File: src/verilog/f8_defines.svh
// ~~~~~~~~~~~~~~~~~~~~~~~~~~~~~~~~~~~~~~~~~~~~~~~~~~~~~~~~~~~~~~~~~~~~~~
// Width and address constants shared by the f8 core and its package.
// Included by the package and by any module that sizes with them.
// ~~~~~~~~~~~~~~~~~~~~~~~~~~~~~~~~~~~~~~~~~~~~~~~~~~~~~~~~~~~~~~~~~~~~~~

`ifndef F8_DEFINES_SVH
`define F8_DEFINES_SVH

// data and address widths
`define F8_BYTE_W 8
`define F8_WORD_W 16

// one bank holds every other byte
`define F8_BANK_AW 15

// longest instruction is opcode plus two bytes
`define F8_INST_BYTES 3
`define F8_INST_W (`F8_INST_BYTES * `F8_BYTE_W)

// first instruction after reset
`define F8_RESET_PC 16'h4000

`endif

File: src/verilog/f8_pkg.sv
// ~~~~~~~~~~~~~~~~~~~~~~~~~~~~~~~~~~~~~~~~~~~~~~~~~~~~~~~~~~~~~~~~~~~~~~
// Types, opcode encodings and decode helpers for the f8 core.
// ~~~~~~~~~~~~~~~~~~~~~~~~~~~~~~~~~~~~~~~~~~~~~~~~~~~~~~~~~~~~~~~~~~~~~~

`include "f8_defines.svh"

package f8_pkg;

	typedef logic [`F8_BYTE_W-1:0] byte_t;
	typedef logic [`F8_WORD_W-1:0] word_t;
	typedef logic [`F8_BANK_AW-1:0] bank_addr_t;
	// opcode in the low byte
	typedef logic [`F8_INST_W-1:0] inst_t;

	// zero bytes trap, so a run into blank memory halts
	typedef enum logic [7:0]
	{
		OP_TRAP        = 8'h00,
		OP_NOP         = 8'h08,
		OP_SUB_XL_IMMD = 8'h10,
		OP_ADD_XL_IMMD = 8'h18,
		OP_OR_XL_IMMD  = 8'h28,
		OP_AND_XL_IMMD = 8'h30,
		OP_XOR_XL_IMMD = 8'h38,
		OP_LD_XL_IMMD  = 8'h90,
		OP_LD_XL_DIR   = 8'h91,
		OP_LD_DIR_XL   = 8'h98,
		OP_LDW_Y_IMMD  = 8'hb0,
		OP_LDW_DIR_Y   = 8'hb8,
		OP_JR_D        = 8'hd0,
		OP_JRZ_D       = 8'hd1,
		OP_JRNZ_D      = 8'hd2,
		OP_JRC_D       = 8'hd3
	} opcode_t;

	typedef enum logic [2:0] {ALU_ADD, ALU_SUB, ALU_AND, ALU_OR, ALU_XOR, ALU_PASS} alu_op_t;

	typedef enum logic [1:0] {FETCH_OPCODE, FETCH_UPPER, FETCH_OPERAND} fetch_state_t;

	typedef enum logic {REG_X, REG_Y} reg_sel_t;

	typedef struct packed
	{
		logic z;
		logic n;
		logic c;
	} flags_t;

	typedef struct packed
	{
		reg_sel_t sel;
		word_t data;
		logic [1:0] en;
	} reg_wr_t;

	// en[0] is the byte at addr, en[1] the byte after it
	typedef struct packed
	{
		word_t addr;
		word_t data;
		logic [1:0] en;
	} mem_wr_t;

	typedef struct packed
	{
		bank_addr_t addr;
		byte_t data;
		logic en;
	} bank_wr_t;

	function automatic logic [1:0] opcode_size(opcode_t op);
		case (op)
			OP_LD_XL_DIR, OP_LD_DIR_XL, OP_LDW_Y_IMMD, OP_LDW_DIR_Y:
				return 2'd3;
			OP_LD_XL_IMMD, OP_ADD_XL_IMMD, OP_SUB_XL_IMMD, OP_AND_XL_IMMD, OP_OR_XL_IMMD,
			OP_XOR_XL_IMMD, OP_JR_D, OP_JRZ_D, OP_JRNZ_D, OP_JRC_D:
				return 2'd2;
			default:
				return 2'd1;
		endcase
	endfunction

	function automatic logic opcode_reads_mem(opcode_t op);
		return op == OP_LD_XL_DIR;
	endfunction

endpackage

File: src/verilog/f8_alu.sv
// ~~~~~~~~~~~~~~~~~~~~~~~~~~~~~~~~~~~~~~~~~~~~~~~~~~~~~~~~~~~~~~~~~~~~~~
// 8-bit ALU for the accumulator. Purely combinational, with z/n/c flags.
// ~~~~~~~~~~~~~~~~~~~~~~~~~~~~~~~~~~~~~~~~~~~~~~~~~~~~~~~~~~~~~~~~~~~~~~

`timescale 1ns/1ps

`include "f8_defines.svh"

module f8_alu import f8_pkg::*;
(
	input alu_op_t op,
	input byte_t a,
	input byte_t b,
	input flags_t flags_in,
	output byte_t result,
	output flags_t flags_out
);

	// one extra bit for the carry out
	logic [`F8_BYTE_W:0] sum;

	always_comb
	begin
		sum = '0;
		result = b;
		flags_out = flags_in;
		case (op)
			ALU_ADD:
			begin
				sum = {1'b0, a} + {1'b0, b};
				result = sum[`F8_BYTE_W-1:0];
				flags_out.c = sum[`F8_BYTE_W];
			end
			ALU_SUB:
			begin
				// a + ~b + 1 sets carry when nothing was borrowed
				sum = {1'b0, a} + {1'b0, ~b} + 1'b1;
				result = sum[`F8_BYTE_W-1:0];
				flags_out.c = sum[`F8_BYTE_W];
			end
			ALU_AND:
				result = a & b;
			ALU_OR:
				result = a | b;
			ALU_XOR:
				result = a ^ b;
			default:
				result = b;
		endcase
		flags_out.z = (result == '0);
		flags_out.n = result[`F8_BYTE_W-1];
	end

endmodule

File: src/verilog/f8_bank_port.sv
// ~~~~~~~~~~~~~~~~~~~~~~~~~~~~~~~~~~~~~~~~~~~~~~~~~~~~~~~~~~~~~~~~~~~~~~
// Even/odd bank steering, so any byte address reads or writes 16 bits
// in a single access, aligned or not.
// ~~~~~~~~~~~~~~~~~~~~~~~~~~~~~~~~~~~~~~~~~~~~~~~~~~~~~~~~~~~~~~~~~~~~~~

`timescale 1ns/1ps

module f8_bank_port import f8_pkg::*;
(
	input logic clk,
	input word_t rd_addr,
	output bank_addr_t even_rd_addr,
	output bank_addr_t odd_rd_addr,
	input byte_t even_rd_data,
	input byte_t odd_rd_data,
	output word_t rd_word,
	input mem_wr_t mem_wr,
	output bank_wr_t even_wr,
	output bank_wr_t odd_wr
);

	bank_addr_t rd_index;
	bank_addr_t wr_index;
	logic rd_odd_q;

	// odd start means the second byte sits in the next even word
	assign rd_index = rd_addr[15:1];
	assign odd_rd_addr = rd_index;
	assign even_rd_addr = rd_addr[0] ? rd_index + 1'b1 : rd_index;

	always_ff @(posedge clk)
		rd_odd_q <= rd_addr[0];

	assign rd_word = rd_odd_q ? {even_rd_data, odd_rd_data} : {odd_rd_data, even_rd_data};

	assign wr_index = mem_wr.addr[15:1];

	always_comb
	begin
		odd_wr.addr = wr_index;
		even_wr.addr = mem_wr.addr[0] ? wr_index + 1'b1 : wr_index;
		even_wr.data = mem_wr.addr[0] ? mem_wr.data[15:8] : mem_wr.data[7:0];
		odd_wr.data = mem_wr.addr[0] ? mem_wr.data[7:0] : mem_wr.data[15:8];
		even_wr.en = mem_wr.addr[0] ? mem_wr.en[1] : mem_wr.en[0];
		odd_wr.en = mem_wr.addr[0] ? mem_wr.en[0] : mem_wr.en[1];
	end

endmodule

File: src/verilog/f8_core.sv
// ~~~~~~~~~~~~~~~~~~~~~~~~~~~~~~~~~~~~~~~~~~~~~~~~~~~~~~~~~~~~~~~~~~~~~~
// Top of the multi-cycle f8 core. Connect to two byte-wide bank RAMs
// with one cycle of read latency; trap signals a halted core.
// ~~~~~~~~~~~~~~~~~~~~~~~~~~~~~~~~~~~~~~~~~~~~~~~~~~~~~~~~~~~~~~~~~~~~~~

`timescale 1ns/1ps

module f8_core import f8_pkg::*;
(
	input logic clk,
	input logic reset,
	output bank_addr_t even_rd_addr,
	input byte_t even_rd_data,
	output bank_wr_t even_wr,
	output bank_addr_t odd_rd_addr,
	input byte_t odd_rd_data,
	output bank_wr_t odd_wr,
	output logic trap
);

	word_t x;
	word_t y;
	word_t pc;
	word_t next_pc;
	word_t rd_addr;
	word_t rd_word;
	word_t operand;
	flags_t flags;
	flags_t next_flags;
	inst_t inst;
	reg_wr_t reg_wr;
	mem_wr_t mem_wr;
	logic execute;

	f8_regs i_regs
	(
		.clk(clk),
		.reset(reset),
		.reg_wr(reg_wr),
		.next_flags(next_flags),
		.next_pc(next_pc),
		.x(x),
		.y(y),
		.flags(flags),
		.pc(pc)
	);

	f8_bank_port i_bank_port
	(
		.clk(clk),
		.rd_addr(rd_addr),
		.even_rd_addr(even_rd_addr),
		.odd_rd_addr(odd_rd_addr),
		.even_rd_data(even_rd_data),
		.odd_rd_data(odd_rd_data),
		.rd_word(rd_word),
		.mem_wr(mem_wr),
		.even_wr(even_wr),
		.odd_wr(odd_wr)
	);

	f8_fetch i_fetch
	(
		.clk(clk),
		.reset(reset),
		.pc(pc),
		.next_pc(next_pc),
		.rd_word(rd_word),
		.rd_addr(rd_addr),
		.inst(inst),
		.operand(operand),
		.execute(execute)
	);

	f8_exec i_exec
	(
		.execute(execute),
		.inst(inst),
		.operand(operand),
		.x(x),
		.y(y),
		.flags(flags),
		.pc(pc),
		.reg_wr(reg_wr),
		.next_flags(next_flags),
		.mem_wr(mem_wr),
		.next_pc(next_pc),
		.trap(trap)
	);

endmodule

File: src/verilog/f8_exec.sv
// ~~~~~~~~~~~~~~~~~~~~~~~~~~~~~~~~~~~~~~~~~~~~~~~~~~~~~~~~~~~~~~~~~~~~~~
// Decode and execute. Turns one fetched instruction into register,
// flag and memory writes plus the next program counter.
// ~~~~~~~~~~~~~~~~~~~~~~~~~~~~~~~~~~~~~~~~~~~~~~~~~~~~~~~~~~~~~~~~~~~~~~

`timescale 1ns/1ps

module f8_exec import f8_pkg::*;
(
	input logic execute,
	input inst_t inst,
	input word_t operand,
	input word_t x,
	input word_t y,
	input flags_t flags,
	input word_t pc,
	output reg_wr_t reg_wr,
	output flags_t next_flags,
	output mem_wr_t mem_wr,
	output word_t next_pc,
	output logic trap
);

	opcode_t opcode;
	alu_op_t alu_op;
	byte_t alu_b;
	byte_t alu_result;
	flags_t alu_flags;
	word_t dir_word;
	word_t disp;
	logic taken;

	assign opcode = opcode_t'(inst[7:0]);
	// direct address or 16-bit immediate
	assign dir_word = inst[23:8];
	assign disp = {{8{inst[15]}}, inst[15:8]};
	assign trap = execute && opcode == OP_TRAP;

	always_comb
	begin
		alu_b = (opcode == OP_LD_XL_DIR) ? operand[7:0] : inst[15:8];
		case (opcode)
			OP_ADD_XL_IMMD: alu_op = ALU_ADD;
			OP_SUB_XL_IMMD: alu_op = ALU_SUB;
			OP_AND_XL_IMMD: alu_op = ALU_AND;
			OP_OR_XL_IMMD: alu_op = ALU_OR;
			OP_XOR_XL_IMMD: alu_op = ALU_XOR;
			default: alu_op = ALU_PASS;
		endcase
	end

	f8_alu i_alu
	(
		.op(alu_op),
		.a(x[7:0]),
		.b(alu_b),
		.flags_in(flags),
		.result(alu_result),
		.flags_out(alu_flags)
	);

	always_comb
	begin
		case (opcode)
			OP_JR_D: taken = 1'b1;
			OP_JRZ_D: taken = flags.z;
			OP_JRNZ_D: taken = !flags.z;
			OP_JRC_D: taken = flags.c;
			default: taken = 1'b0;
		endcase
	end

	always_comb
	begin
		reg_wr.sel = REG_X;
		reg_wr.data = {alu_result, alu_result};
		reg_wr.en = 2'b00;
		next_flags = flags;
		mem_wr.addr = dir_word;
		mem_wr.data = y;
		mem_wr.en = 2'b00;
		if (execute)
		begin
			case (opcode)
				OP_ADD_XL_IMMD, OP_SUB_XL_IMMD, OP_AND_XL_IMMD, OP_OR_XL_IMMD,
				OP_XOR_XL_IMMD, OP_LD_XL_IMMD, OP_LD_XL_DIR:
				begin
					reg_wr.en = 2'b01;
					next_flags = alu_flags;
				end
				OP_LD_DIR_XL:
				begin
					mem_wr.data = {8'h00, x[7:0]};
					mem_wr.en = 2'b01;
				end
				OP_LDW_Y_IMMD:
				begin
					reg_wr.sel = REG_Y;
					reg_wr.data = dir_word;
					reg_wr.en = 2'b11;
				end
				OP_LDW_DIR_Y:
					mem_wr.en = 2'b11;
				default:
					next_flags = flags;
			endcase
		end
	end

	// jumps are relative to their own address
	always_comb
	begin
		if (!execute || trap)
			next_pc = pc;
		else if (taken)
			next_pc = pc + disp;
		else
			next_pc = pc + {14'd0, opcode_size(opcode)};
	end

endmodule

File: src/verilog/f8_fetch.sv
// ~~~~~~~~~~~~~~~~~~~~~~~~~~~~~~~~~~~~~~~~~~~~~~~~~~~~~~~~~~~~~~~~~~~~~~
// Fetch sequencer. Collects opcode, upper byte and memory operand from
// the banks and flags the one cycle in which the instruction executes.
// ~~~~~~~~~~~~~~~~~~~~~~~~~~~~~~~~~~~~~~~~~~~~~~~~~~~~~~~~~~~~~~~~~~~~~~

`timescale 1ns/1ps

module f8_fetch import f8_pkg::*;
(
	input logic clk,
	input logic reset,
	input word_t pc,
	input word_t next_pc,
	input word_t rd_word,
	output word_t rd_addr,
	output inst_t inst,
	output word_t operand,
	output logic execute
);

	fetch_state_t state;
	fetch_state_t state_nxt;
	inst_t held;
	// low until the bank data matches pc
	logic primed;

	// operand read only matters in FETCH_OPERAND
	assign operand = rd_word;

	always_comb
	begin
		inst = held;
		execute = 1'b0;
		rd_addr = next_pc;
		state_nxt = state;
		case (state)
			FETCH_OPCODE:
			begin
				if (primed)
				begin
					inst = {8'h00, rd_word};
					if (opcode_size(opcode_t'(rd_word[7:0])) == 2'd3)
					begin
						rd_addr = pc + 16'd2;
						state_nxt = FETCH_UPPER;
					end
					else
						execute = 1'b1;
				end
			end
			FETCH_UPPER:
			begin
				inst = {rd_word[7:0], held[15:0]};
				if (opcode_reads_mem(opcode_t'(held[7:0])))
				begin
					// direct address is the two bytes after the opcode
					rd_addr = {rd_word[7:0], held[15:8]};
					state_nxt = FETCH_OPERAND;
				end
				else
				begin
					execute = 1'b1;
					state_nxt = FETCH_OPCODE;
				end
			end
			FETCH_OPERAND:
			begin
				execute = 1'b1;
				state_nxt = FETCH_OPCODE;
			end
			default:
				state_nxt = FETCH_OPCODE;
		endcase
	end

	always_ff @(posedge clk)
	begin
		if (reset)
		begin
			state <= FETCH_OPCODE;
			held <= inst_t'(OP_NOP);
			primed <= 1'b0;
		end
		else
		begin
			state <= state_nxt;
			held <= inst;
			primed <= 1'b1;
		end
	end

endmodule

File: src/verilog/f8_regs.sv
// ~~~~~~~~~~~~~~~~~~~~~~~~~~~~~~~~~~~~~~~~~~~~~~~~~~~~~~~~~~~~~~~~~~~~~~
// Architectural state of the f8 core: x, y, flags and program counter.
// All updates come from the execute stage and land at the clock edge.
// ~~~~~~~~~~~~~~~~~~~~~~~~~~~~~~~~~~~~~~~~~~~~~~~~~~~~~~~~~~~~~~~~~~~~~~

`timescale 1ns/1ps

`include "f8_defines.svh"

module f8_regs import f8_pkg::*;
(
	input logic clk,
	input logic reset,
	input reg_wr_t reg_wr,
	input flags_t next_flags,
	input word_t next_pc,
	output word_t x,
	output word_t y,
	output flags_t flags,
	output word_t pc
);

	// byte-enabled register writes
	always_ff @(posedge clk)
	begin
		if (reg_wr.sel == REG_X)
		begin
			if (reg_wr.en[0])
				x[7:0] <= reg_wr.data[7:0];
			if (reg_wr.en[1])
				x[15:8] <= reg_wr.data[15:8];
		end
		else
		begin
			if (reg_wr.en[0])
				y[7:0] <= reg_wr.data[7:0];
			if (reg_wr.en[1])
				y[15:8] <= reg_wr.data[15:8];
		end
	end

	always_ff @(posedge clk)
	begin
		if (reset)
		begin
			pc <= `F8_RESET_PC;
			flags <= '0;
		end
		else
		begin
			pc <= next_pc;
			flags <= next_flags;
		end
	end

endmodule

File: config.mk
export PLATFORM = sky130hd
export DESIGN_NAME = f8_core
export DESIGN_NICKNAME = d
export VERILOG_FILES = /design/src/verilog/f8_pkg.sv /design/src/verilog/f8_alu.sv /design/src/verilog/f8_bank_port.sv /design/src/verilog/f8_core.sv /design/src/verilog/f8_exec.sv /design/src/verilog/f8_fetch.sv /design/src/verilog/f8_regs.sv
export VERILOG_INCLUDE_DIRS = /design/src /design/src/verilog
export SDC_FILE = /design/constraint.sdc
export NUM_CORES = 1
export LEC_CHECK = 0
export BUFFER_PORTS_ARGS = -buffer_cell sky130_fd_sc_hd__buf_2
export CAP_MARGIN = 20
export CORE_MARGIN = 5
export CORE_UTILIZATION = 34
export CTS_BUF_LIST = sky130_fd_sc_hd__clkbuf_4 sky130_fd_sc_hd__clkbuf_8
export CTS_CLUSTER_SIZE = 28
export DETAILED_ROUTE_END_ITERATION = 7
export MAX_ROUTING_LAYER = met4
export PLACE_DENSITY = 0.53
export SYNTH_ARGS = -nofsm -noshare
export SYNTH_HDL_FRONTEND = slang
export SYNTH_HIERARCHICAL = 1
export SYNTH_SLANG_ARGS = --single-unit
export TNS_END_PERCENT = 50
File: constraint.sdc
create_clock -name clk -period 8.2 [get_ports clk]
set_clock_uncertainty 0.15 [all_clocks]
set_input_delay 1.64 -clock clk [delete_from_list [all_inputs] [get_ports clk]]
set_output_delay 1.64 -clock clk [all_outputs]
set_load 0.005 [all_outputs]
Yosys cells after proc, flatten, opt, wreduce, memory -nomap -nowiden --
Index checks and enable logic that the tools add are counted. W data, S select, Z words.
Word-level totals: logic and storage cells 122, input port bits 18, flip-flop bits (word level) 70, output and inout port bits 79
Operators by class: bitwise gates (word level) 5, multiplexer cells 41, add/sub/neg operators 8, equality and inequality tests 38, reductions and logical operators 20
Operator list (number):
- $eq A8 B8 Y1 const B | 19
- $mux W16 | 7
- $eq A8 B6 Y1 const B | 6
- $pmux W24 S2 | 1
- $pmux W8 S5 | 1
- $eq A8 B5 Y1 const B | 4
- $pmux W16 S2 | 1
- $add A15 B1 Y15 const B | 2
- $mux W15 | 2
- $mux W24 | 1
- $mux W8 | 3
- $pmux W2 S2 | 5
- $reduce_or A10 Y1 | 2
- $mux W19 | 1
- $add A8 B8 Y9 | 2
- $mux W18 | 1
- $mux W17 | 1
- $add A16 B16 Y16 | 1
- $add A16 B2 Y16 | 1
- $add A16 B2 Y16 const B | 1
- $logic_not A8 Y1 | 2
- $pmux W3 S5 | 1
- $mux W2 | 7
- $reduce_and A2 Y1 | 5
- other kinds (25) | 35

Depth between registers and ports, before layout --
Gate-level depths: netlist of run 1.
word-level depth 21, gate-level depth with buffers 26, depth with buffers taken out 23

Hierarchy --
The synthesis of run 1 kept the hierarchy.
Modules (own cells, without submodules):
- f8_fetch | seq. area each 540.5 µm², area each 2044.5 µm², cells an instance 240, instances 1
- f8_exec | seq. area each 0.0 µm², area each 1745.4 µm², cells an instance 268, instances 1
- f8_regs | seq. area each 1341.3 µm², area each 1506.4 µm², cells an instance 75, instances 1
- f8_bank_port | seq. area each 20.0 µm², area each 1297.5 µm², cells an instance 149, instances 1
- f8_alu | seq. area each 0.0 µm², area each 1255.0 µm², cells an instance 183, instances 1

Worst setup path before layout of run 1 --
Ideal clock, no wire load.
path kind input-to-output, start point in odd_rd_data[5], end point out even_rd_addr[14], cell stages on the path 22, required time 6.410 ns, arrival 5.871 ns, path slack 0.539 ns, cells stage by stage mux2_2 -> mux2_1 -> clkbuf_1 -> nor3_1 -> nand4b_1 -> nand2_1 -> nor2_1 -> a21oi_1 -> ha_1 -> a211oi_2 -> o21ai_1 -> a41oi_2 -> nand2b_1 -> a21oi_1 -> xor2_1 -> o21ai_0 -> a22o_1 -> a22oi_1 -> o21ai_1 -> nand3_2 -> nor4_2 -> xor2_1
Between the ends: elaborated cells on any way between the ends 60
RTL lines:
- from (decl) | line f8_core.sv:16 | input byte_t odd_rd_data,
- $mux W16 (*) | line f8_bank_port.sv:34 | assign rd_word = rd_odd_q ? {even_rd_data, odd_rd_data} : {odd_rd_data, even_rd_data};
- $mux W24 (*) | line f8_fetch.sv:39 | if (primed)
- $pmux W24 S2 (*) | line f8_fetch.sv:36 | case (state)
- via inst[5] | line f8_core.sv:30 | inst_t inst;
- $eq A8 B8 Y1 (tied with other cells) | line f8_pkg.sv:72 | case (op)
- $reduce_or A10 Y1 / $reduce_or A4 Y1 (equally long branches) | line f8_pkg.sv:72
- $pmux W2 S2 | line f8_pkg.sv:72
- $mux W2 | line f8_exec.sv:115 | else if (taken)
- (+3 left out)
- $mux W16 (*) | line f8_exec.sv:113 | if (!execute || trap)
- via next_pc[9] | line f8_core.sv:24 | word_t next_pc;
- $mux W16 | line f8_fetch.sv:42 | if (opcode_size(opcode_t'(rd_word[7:0])) == 2'd3)
- $mux W16 | line f8_fetch.sv:39
- $pmux W16 S2 (*) | line f8_fetch.sv:36
- via rd_addr[9] | line f8_core.sv:25 | word_t rd_addr;
- $add A15 B1 Y15 (*) | line f8_bank_port.sv:29 | assign even_rd_addr = rd_addr[0] ? rd_index + 1'b1 : rd_index;
- $mux W15 (*) | line f8_bank_port.sv:29
- to (decl) | line f8_core.sv:12 | output bank_addr_t even_rd_addr,
Mark *: on every way through the listed nets, which the timed path passes. The rest lies on a longest branch. The select of a mux whose other input is x is not followed.

Worst setup path after layout of run 1 --
start point in odd_rd_data[1], end point out even_rd_addr[14]
Between the ends: elaborated cells on any way between the ends 60
RTL lines:
- $mux W16 (*) | line f8_bank_port.sv:34
- via rd_word[1] | line f8_core.sv:26 | word_t rd_word;
- $mux W24 (*) | line f8_fetch.sv:39
- $pmux W24 S2 (*) | line f8_fetch.sv:36
- via inst[1] | line f8_core.sv:30
- $eq A8 B8 Y1 (tied with other cells) | line f8_pkg.sv:72
- $reduce_or A10 Y1 / $reduce_or A4 Y1 (equally long branches) | line f8_pkg.sv:72
- $pmux W2 S2 | line f8_pkg.sv:72
- (+3 left out)
- $mux W16 | line f8_exec.sv:115
- $mux W16 (*) | line f8_exec.sv:113
- via next_pc[14] | line f8_core.sv:24
- $mux W16 | line f8_fetch.sv:42
- $mux W16 | line f8_fetch.sv:39
- $pmux W16 S2 (*) | line f8_fetch.sv:36
- $add A15 B1 Y15 (*) | line f8_bank_port.sv:29
- $mux W15 (*) | line f8_bank_port.sv:29
Marked as above.

==> results of run 1 <==
## cell type report
class	count	area, µm²
Tap cell	280	350
Inverter	38	143
Fill cell	2264	13500
Clock buffer	10	131
Clock inverter	6	38.8
Sequential cell	70	1640
Timing Repair Buffer	142	830
Multi-Input combinational cell	689	5100
## per-layer routing
metal	GRT usage, %	wire length, µm
met3	1.55	966
met1	26.3	11500
met4	3.53	272
met2	28.1	10300
met5	-	0
## state kept, by name (all words and copies together) (netlist names)
| signal | flops |
|---|---|
| i_fetch/held | 24 |
| i_regs/pc | 16 |
| i_regs/y | 16 |
| i_regs/x | 8 |
| i_fetch/state | 2 |
| i_regs/flags | 2 |
| i_bank_port/rd_odd_q | 1 |
| i_fetch/primed | 1 |
## worst register-to-register path: stages, from the launching register on
cell	delay [ns]
dfxtp_1	0.60
buf_4	0.29
mux2_2	0.40
mux2_1	0.45
nand2_1	0.15
nor2_1	0.06
nand4b_1	0.14
buf_4	0.21
mux2_2	0.40
ha_1	0.26
fa_1	0.43
a21oi_1	0.14
o21bai_1	0.09
a31oi_1	0.28
xnor2_1	0.10
a221oi_1	0.37
nor2_1	0.13
nor4b_2	0.30
mux2_2	0.19
and2b_1	0.11
## worst paths after layout
check	start	endpoint	slack, ns
setup / recovery	odd_rd_data[1]	even_rd_addr[14]	0.23
setup reg to reg	i_bank_port/rd_odd_q	i_regs/flags[2]	2.90
hold / removal	i_regs/flags[2]	i_regs/flags[2]	0.48
hold reg to reg	i_regs/flags[2]	i_regs/flags[2]	0.48
## cell usage in the layout, fill, tap and decap left out, types with 8 or more instances in the layout
cell type,instances
a21oi_1,24
a22o_1,18
a22oi_1,19
and2_1,36
and2b_1,9
and3_1,8
buf_2,96
buf_4,45
clkbuf_8,9
dfxtp_1,46
edfxtp_1,24
ha_1,42
inv_1,37
mux2_1,12
mux2_2,58
mux2i_1,14
nand2_1,97
nand3_1,15
nand4_1,17
nor2_1,48
nor2b_1,25
nor3_1,19
o211ai_1,8
o21ai_0,30
o21ai_1,14
xnor2_1,29
xor2_1,30
## power by group through the flow
stage	logic (µW)	registers (µW)	clock network [µW]
2_1_floorplan	374	401	0
3_3_place_gp	504	411	0
3_5_place_dp	505	412	0
4_1_cts	507	404	260
5_1_grt	561	406	275
6_report	517	404	254
## metrics by stage
step                      total power [µW]  TNS [ns]  instances
after floorplan                        775         0        895
after global placement                 916         0       1216
after detailed placement               916         0       1216
after CTS                             1170         0       1232
after global routing                  1240   -0.0323       1235
final                                 1170         0       1235
## what timing repair did
item,CTS,global route
hold buffers,0,0
setup buffers,0,3
resized for setup,0,17
setup endpoints to repair,0,9
==> reports/summary.txt, run 1 <==
CTS Buffer Depth - 2
DRC Markers - 0
Final Hold Fails - 0
leakage power - 0.00360 µW
CTS buffer count - 9
Clock power frac - 21.6%
Core Footprint - 0.0218 mm²
number of antenna violations at the first check in global routing - 0
kind of end point of the critical path - output port
crit path max-delay cell type - or3_4
Ys Warns - 6
H-tree levels - 3
via count - 6535
IO Count - 97
Total GRT Usage - 18.3%
Starting Density - 34.5%
CP top delay family - compound AO/OA/AOI/OAI gates
clk sink count - 70
die height - 159 µm
CTS root buf - clkbuf_8
Worst setup SP type - input port
Net Count, Synth - 958
DR iter-0 viols - 425
power density cells - 143 mW/mm²
DRT antenna net count - 0
# setup viols final - 0
critical path type - in2out
final hold slack - 0.478 ns
WL per Instance - 18.6 µm
Syn Area/Cell - 8.38 µm²
switching power - 466 µW
post-layout worst setup margin - 0.226 ns
worst hold path class - reg2reg
clock tree from TritonCTS - built
Area Overhead vs Synth - 9.75%
Comb power frac - 44.0%
critical path peak fanout - 6
max-cap viol count - 0
first-pass iteration count of the detailed router - 7
total die area - 0.0251 mm²
Post-DP HPWL - 18000 µm
gpl congestion - 0.867
Buf+Inv Stages, Crit Path - 3
Tightest Pin Transition - 0.883 ns
IO buf count - 96
Worst EP required - 6.41 ns
maximum vdd drop - 0.0685 mV
Final Cycle Share - 97.2%
fmax - 125 MHz
antenna cells - 0
largest net degree at the start of global routing - 28
Die X - 159 µm
Tmin final - 7.97 ns
crit path DAT - 6.18 ns
placed cell area - 0.00799 mm²
# nets final - 1013
critical path, cell by cell - buf_2, mux2_2, mux2_2, or3_4, o31ai_2, nand2_1, ha_1, fa_1, a21o_1, a21o_1, a21oi_2, o21a_1, o31ai_4, buf_4, o211ai_1, a22o_1, a22oi_1, o21ai_1, nand4_1, nor4_2, xor2_1, buf_2
vias per cell - 5.29
switching share of power - 39.6%
Syn Inst Count - 895
pins over their slew limit - 0
Mapped Area - 0.00750 mm²
Power Internal - 709 µW
clock-pin slew on the worst setup and hold paths - 0.08 ns
Levels on crit path - 22
max incr delay on CP - 0.41 ns
share of cells above drive strength 1 - 26.8%
number of global-route vias before repair - 6156
worst slack, placed - 0.116 ns
Post-Route WL - 23000 µm
Finished Cell Area - 0.00824 mm²
status - complete, no violations
Max transition margin - 41.1%
gr ovfl total - 0
Cell Rows - 54
first-pass GRT wire length - 35200 µm
RSZ-0062 raised after global routing - true
Min-Delay Path Depth - 2
end-of-flow core utilization - 37.9%
worst r2r path cells - 19
worst skew pair latency - 0.35 ns
Seq pwr share - 34.4%
(Power assumes the default switching activity.)
==> inputs of run 2 (changes only) <==
PLACE_DENSITY = 0.61   (was 0.53)
==> run 2 against run 1 <==
Die area did not move; sequential share of layout area rose by 0.18 points; count of clock-buffer cells in the layout fell by 1; routed wire length fell by 5.9%; maximum frequency rose by 0.34%; highest routed layer unchanged; via count fell by 0.12%; global-route usage fell by 1.1 points; setup slack improved by 0.027 ns.
==> reports/summary.txt, run 2 (same netlist as run 1, synthesis figures left out) <==
die height - 159 µm (unchanged)
clock tree from TritonCTS - built
Fill cells - 2268 (+0.18%)
critical path type - in2out
Metal-1 WL - 10200 µm (-11%)
max reg flops - 24 (unchanged)
CTS buffer count - 9 (unchanged)
first-pass GRT wire length - 33300 µm (-5.3%)
Core Footprint - 0.0218 mm² (unchanged)
Final Cycle Share - 96.9% (-0.33 points)
share of cells above drive strength 1 - 25.6% (-1.2 points)
Finished Cell Area - 0.00816 mm² (-0.90%)
Post-DP HPWL - 17000 µm (-5.6%)
worst skew pair latency - 0.35 ns (about the same)
Design Power - 1190 µW (+1.0%)
Tmin final - 7.95 ns (-0.0269 ns)
Worst setup SP type - input port
pins over their slew limit - 0 (unchanged)
IO buf count - 96 (unchanged)
Max transition margin - 41.1% (about the same)
Total GRT Usage - 17.2% (-1.1 points)
H-tree levels - 3 (unchanged)
switching power - 454 µW (-2.5%)
vias per cell - 5.35 (+1.0%)
largest registers - i_fetch/held: 24 flops, i_regs/pc: 16 flops, i_regs/y: 16 flops
Cell Rows - 54 (unchanged)
CTS root buf - clkbuf_8
first-pass iteration count of the detailed router - 5 (-2)
max-cap viol count - 0 (unchanged)
Final Hold Fails - 0 (unchanged)
worst hold path class - reg2reg
fmax - 126 MHz (+0.34%)
gpl congestion - 0.915 (+5.6%)
# nets final - 999 (-1.4%)
Comb power frac - 41.7% (-2.3 points)
DRC Markers - 0 (unchanged)
most frequent cells in the layout - nand2_1 (97), buf_2 (96), mux2_2 (57), nor2_1 (48), dfxtp_1 (46)
critical path peak fanout - 5 (-1)
Area Overhead vs Synth - 8.77%
maximum vdd drop - 0.0684 mV (about the same)
antenna cells - 0 (unchanged)
met3 WL - 1150 µm (+19%)
total die area - 0.0251 mm² (unchanged)
via count - 6527 (-0.12%)
clock-pin slew on the worst setup and hold paths - 0.09 ns (about the same)
kind of end point of the critical path - output port
uppermost layer routed - met4
Power Internal - 733 µW (+3.3%)
clk sink count - 70 (unchanged)
# setup viols final - 0 (unchanged)
switching share of power - 38.3% (-1.4 points)
status - complete, no violations
number of global-route vias before repair - 6058 (-1.6%)
DRT antenna net count - 0 (unchanged)
Seq pwr share - 34.4% (about the same)
Post-Route WL - 21600 µm (-5.9%)
leakage power - 0.00353 µW (-1.8%)
placed cell area - 0.00789 mm² (-1.2%)
Die X - 159 µm (unchanged)
CTS Buffer Depth - 2 (unchanged)
largest register by flop count - i_fetch/held
number of antenna violations at the first check in global routing - 0 (unchanged)
largest net degree at the start of global routing - 28 (unchanged)
Worst EP required - 6.41 ns (about the same)
IO Count - 97 (unchanged)
DR iter-0 viols - 566 (+33%)
Starting Density - 34.5% (unchanged)
gr ovfl total - 0 (unchanged)
Tightest Pin Transition - 0.883 ns (-0.0000380 ns)
WL per Instance - 17.7 µm (-4.8%)
power density cells - 145 mW/mm² (+1.9%)
Clock power frac - 23.9% (+2.3 points)
crit path DAT - 6.16 ns (-0.02 ns)
met2 WL - 9650 µm (-6.3%)
most common cell after layout, fill and taps aside - nand2_1
[run 2: final cells by class]
| cell class | instances | area [µm²] | share of cell area (%) |
|---|---|---|---|
| clock buffer | 9 | 124 | 1.52 |
| tap | 280 | 350 | 4.29 |
| sequential | 70 | 1640 | 20.1 |
| inverter | 38 | 143 | 1.75 |
| clock inverter | 7 | 72.6 | 0.889 |
| timing repair buffer | 128 | 721 | 8.83 |
| multi-input combinational | 689 | 5110 | 62.6 |
[run 2: critical path: stages]
cell and delay (ns):
buf_2 0.10, mux2_2 0.29, mux2_2 0.31, or3_4 0.42, o31ai_2 0.21, nand2_1 0.08, ha_1 0.23, fa_2 0.38
a21o_1 0.17, a21o_1 0.20, a21oi_2 0.16, o21a_1 0.21, o31ai_4 0.10, o211ai_1 0.44, a22o_1 0.22, a22oi_1 0.07
o21ai_2 0.14, nand4_1 0.16, nor4_2 0.33, xor2_1 0.15, buf_2 0.12
[run 2: through the flow]
stage               worst slack [ns]  instances  utilization (%)  setup TNS, ns  hold slack, ns
floorplan                      0.539        895                -              0           0.397
global placement               0.187       1203             36.3              0           0.457
detailed placement             0.105       1203             36.3              0           0.475
CTS                            0.101       1219             37.2              0           0.501
global route                -0.00525       1221             37.5       -0.00616           0.533
finish                         0.253       1221             37.5              0           0.501
[run 2: path summary, 6_finish.rpt]
check	startpoint	endpoint	slack, ns	depth (start not counted)
worst min register to register	i_regs/flags[2]	i_regs/flags[2]	0.50	2
worst max-delay path	odd_rd_data[2]	even_rd_addr[14]	0.25	21
worst max register to register	i_fetch/state[0]	i_regs/flags[2]	2.77	19
worst min-delay path	i_regs/flags[2]	i_regs/flags[2]	0.50	2
[run 2: timing repair]
item                                    CTS  global route
resized for setup                         0            17
endpoints found under the setup margin    0             8
buffers inserted                          0             2
hold buffers                              0             0
[run 2: routing by layer]
metal	up-vias	track usage [%]
met3	31	2.31
li1	3222	-
met5	-	-
met4	0	5.73
met2	184	25.5
met1	3090	24.0
[run 2: power by group through the flow]
| stage | clock network [µW] | logic [µW] | registers (µW) |
|---|---|---|---|
| floorplan | 0 | 374 | 401 |
| global placement | 0 | 482 | 416 |
| detailed placement | 0 | 483 | 416 |
| CTS | 290 | 486 | 408 |
| global route | 306 | 542 | 409 |
| finish | 283 | 496 | 408 |
==> inputs of run 3 (changes only) <==
CORE_ASPECT_RATIO = 1.5   (was default)
==> run 3 against run 2 <==
Setup slack improved by 0.040 ns; non-clock buffer count up 12; worst hold slack got worse by 0.025 ns; final cell count up 0.33%; critical path type unchanged.
==> reports/summary.txt, run 3 (same netlist as run 1, synthesis figures left out) <==
maximum vdd drop - 0.109 mV (+60%)
Tmin final - 7.91 ns (-0.0403 ns)
IO buf count - 96 (unchanged)
status - complete, no violations
clock tree from TritonCTS - built
crit path DAT - 6.12 ns (-0.04 ns)
CTS buffer count - 9 (unchanged)
critical path type - in2out
antenna cells - 0 (unchanged)
first-pass iteration count of the detailed router - 5 (unchanged)
critical path, cell by cell - buf_2, mux2_2, mux2_2, or3_4, o31ai_4, nand2_1, ha_1, fa_1, a21o_1, a21o_1, a21oi_2, o21a_1, o31ai_4, o211ai_1, a22o_1, a22oi_1, o21ai_2, nand4_1, nor4_4, xor2_1, buf_2
Worst EP required - 6.41 ns (about the same)
Die X - 131 µm (-17%)
Min-Delay Path Depth - 2 (unchanged)
share of cells above drive strength 1 - 27.1% (+1.5 points)
vias per cell - 5.43 (+1.5%)
Max transition margin - 41.3% (+0.23 points)
# nets final - 1011 (+1.2%)
Total GRT Usage - 17.3% (+0.11 points)
crit path max-delay cell type - or3_4
IO Count - 97 (unchanged)
leakage power - 0.00364 µW (+3.2%)
Core Footprint - 0.0217 mm² (-0.17%)
worst hold path class - reg2reg
Final Hold Fails - 0 (unchanged)
clk sink count - 70 (unchanged)
worst skew pair latency - 0.36 ns (about the same)
fmax - 126 MHz (+0.51%)
Final Cycle Share - 96.4% (-0.49 points)
Tightest Pin Transition - 0.878 ns (-0.00525 ns)
WL per Instance - 18.1 µm (+2.0%)
Starting Density - 34.5% (+0.060 points)
largest registers - i_fetch/held: 24 flops, i_regs/pc: 16 flops, i_regs/y: 16 flops
setup TNS - 0 ns (unchanged)
Worst setup SP type - input port
gr ovfl total - 0 (unchanged)
worst r2r path cells - 18 (-1)
most common cell after layout, fill and taps aside - nand2_1
clock-pin slew on the worst setup and hold paths - 0.08 ns (about the same)
CTS Buffer Depth - 2 (unchanged)
first-pass GRT wire length - 34300 µm (+2.9%)
largest net degree at the start of global routing - 28 (unchanged)
number of antenna violations at the first check in global routing - 0 (unchanged)
Cell Rows - 66 (+22%)
DRT antenna net count - 0 (unchanged)
kind of end point of the critical path - output port
CTS root buf - clkbuf_8
cts hold-fix bufs - 0 (unchanged)
max reg flops - 24 (unchanged)
most frequent cells in the layout - nand2_1 (97), buf_2 (96), mux2_2 (60), nor2_1 (48), dfxtp_1 (46)
H-tree levels - 3 (unchanged)
max-cap viol count - 0 (unchanged)
DRC Markers - 0 (unchanged)
gpl congestion - 0.929 (+1.5%)
Area Overhead vs Synth - 10.7%
die height - 192 µm (+21%)
Design Power - 1230 µW (+3.9%)
# setup viols final - 0 (unchanged)
number of global-route vias before repair - 6465 (+6.7%)
total die area - 0.0252 mm² (+0.25%)
Post-Route WL - 22100 µm (+2.3%)
max incr delay on CP - 0.44 ns (about the same)
critical path peak fanout - 5 (unchanged)
largest register by flop count - i_fetch/held
Post-DP HPWL - 17200 µm (+1.2%)
via count - 6649 (+1.9%)
power density cells - 149 mW/mm² (+2.1%)
pins over their slew limit - 0 (unchanged)
DR iter-0 viols - 335 (-41%)
run 3: changes by cell type in the layout (fill, tap and decap cells not counted), sizes merged:
cell | before | now
clkinvlp | 1 | 0
buf | 128 | 140
clkbuf | 9 | 10
clkinv | 4 | 3
bufinv | 1 | 2
run 3: final cells by class:
type | count | area (µm²)
Clock buffer | 10 | 131
Clock inverter | 6 | 92.6
Fill cell | 2222 | 13400
Inverter | 38 | 143
Multi-Input combinational cell | 689 | 5140
Sequential cell | 70 | 1640
Tap cell | 272 | 340
Timing Repair Buffer | 140 | 811
run 3: layer usage:
metal,global-route usage [%],wire (µm)
met4,6.93,858
met1,17.8,8460
met3,2.25,660
met5,-,0
met2,33.0,12200
run 3: critical path, delay by kind of cell:
| kind | cells | cell delay [ns] |
|---|---|---|
| and+or+nand+nor | 4 | 1.02 |
| muxes | 2 | 0.59 |
| adders and majority gates | 2 | 0.64 |
| xor gates and xnor gates | 1 | 0.16 |
| buffers and inverters | 2 | 0.23 |
| AOI/OAI and AO/OA | 10 | 1.83 |
run 3: power by group:
group | internal [µW] | switching [µW] | total [µW]
Sequential | 385 | 19.6 | 404
Combinational | 211 | 300 | 512
Clock | 177 | 140 | 317
run 3: final timing paths:
path                            slack (ns)                 start               end
worst max-delay path                  0.29        odd_rd_data[2]  even_rd_addr[14]
worst min-delay path                  0.48       i_regs/flags[2]   i_regs/flags[2]
worst max register to register        3.07  i_bank_port/rd_odd_q   i_regs/flags[2]
worst min register to register        0.48       i_regs/flags[2]   i_regs/flags[2]
run 3: per-stage QoR:
step	instance area, µm²	hold WS [ns]	setup WS [ns]	cells	util (%)
6_report	8300	0.476	0.294	1225	38.2
5_1_grt	8300	0.520	-0.00701	1225	38.2
4_1_cts	8190	0.475	0.0178	1222	37.7
3_5_place_dp	7970	0.454	0.0393	1206	36.7
3_3_place_gp	7970	0.445	0.124	1206	36.7
2_1_floorplan	7500	0.397	0.539	895	-
run 3: timing repair:
action,4_1_cts,5_1_grt
setup endpoints to repair,0,9
buffers inserted,0,3
gates resized for setup,0,20
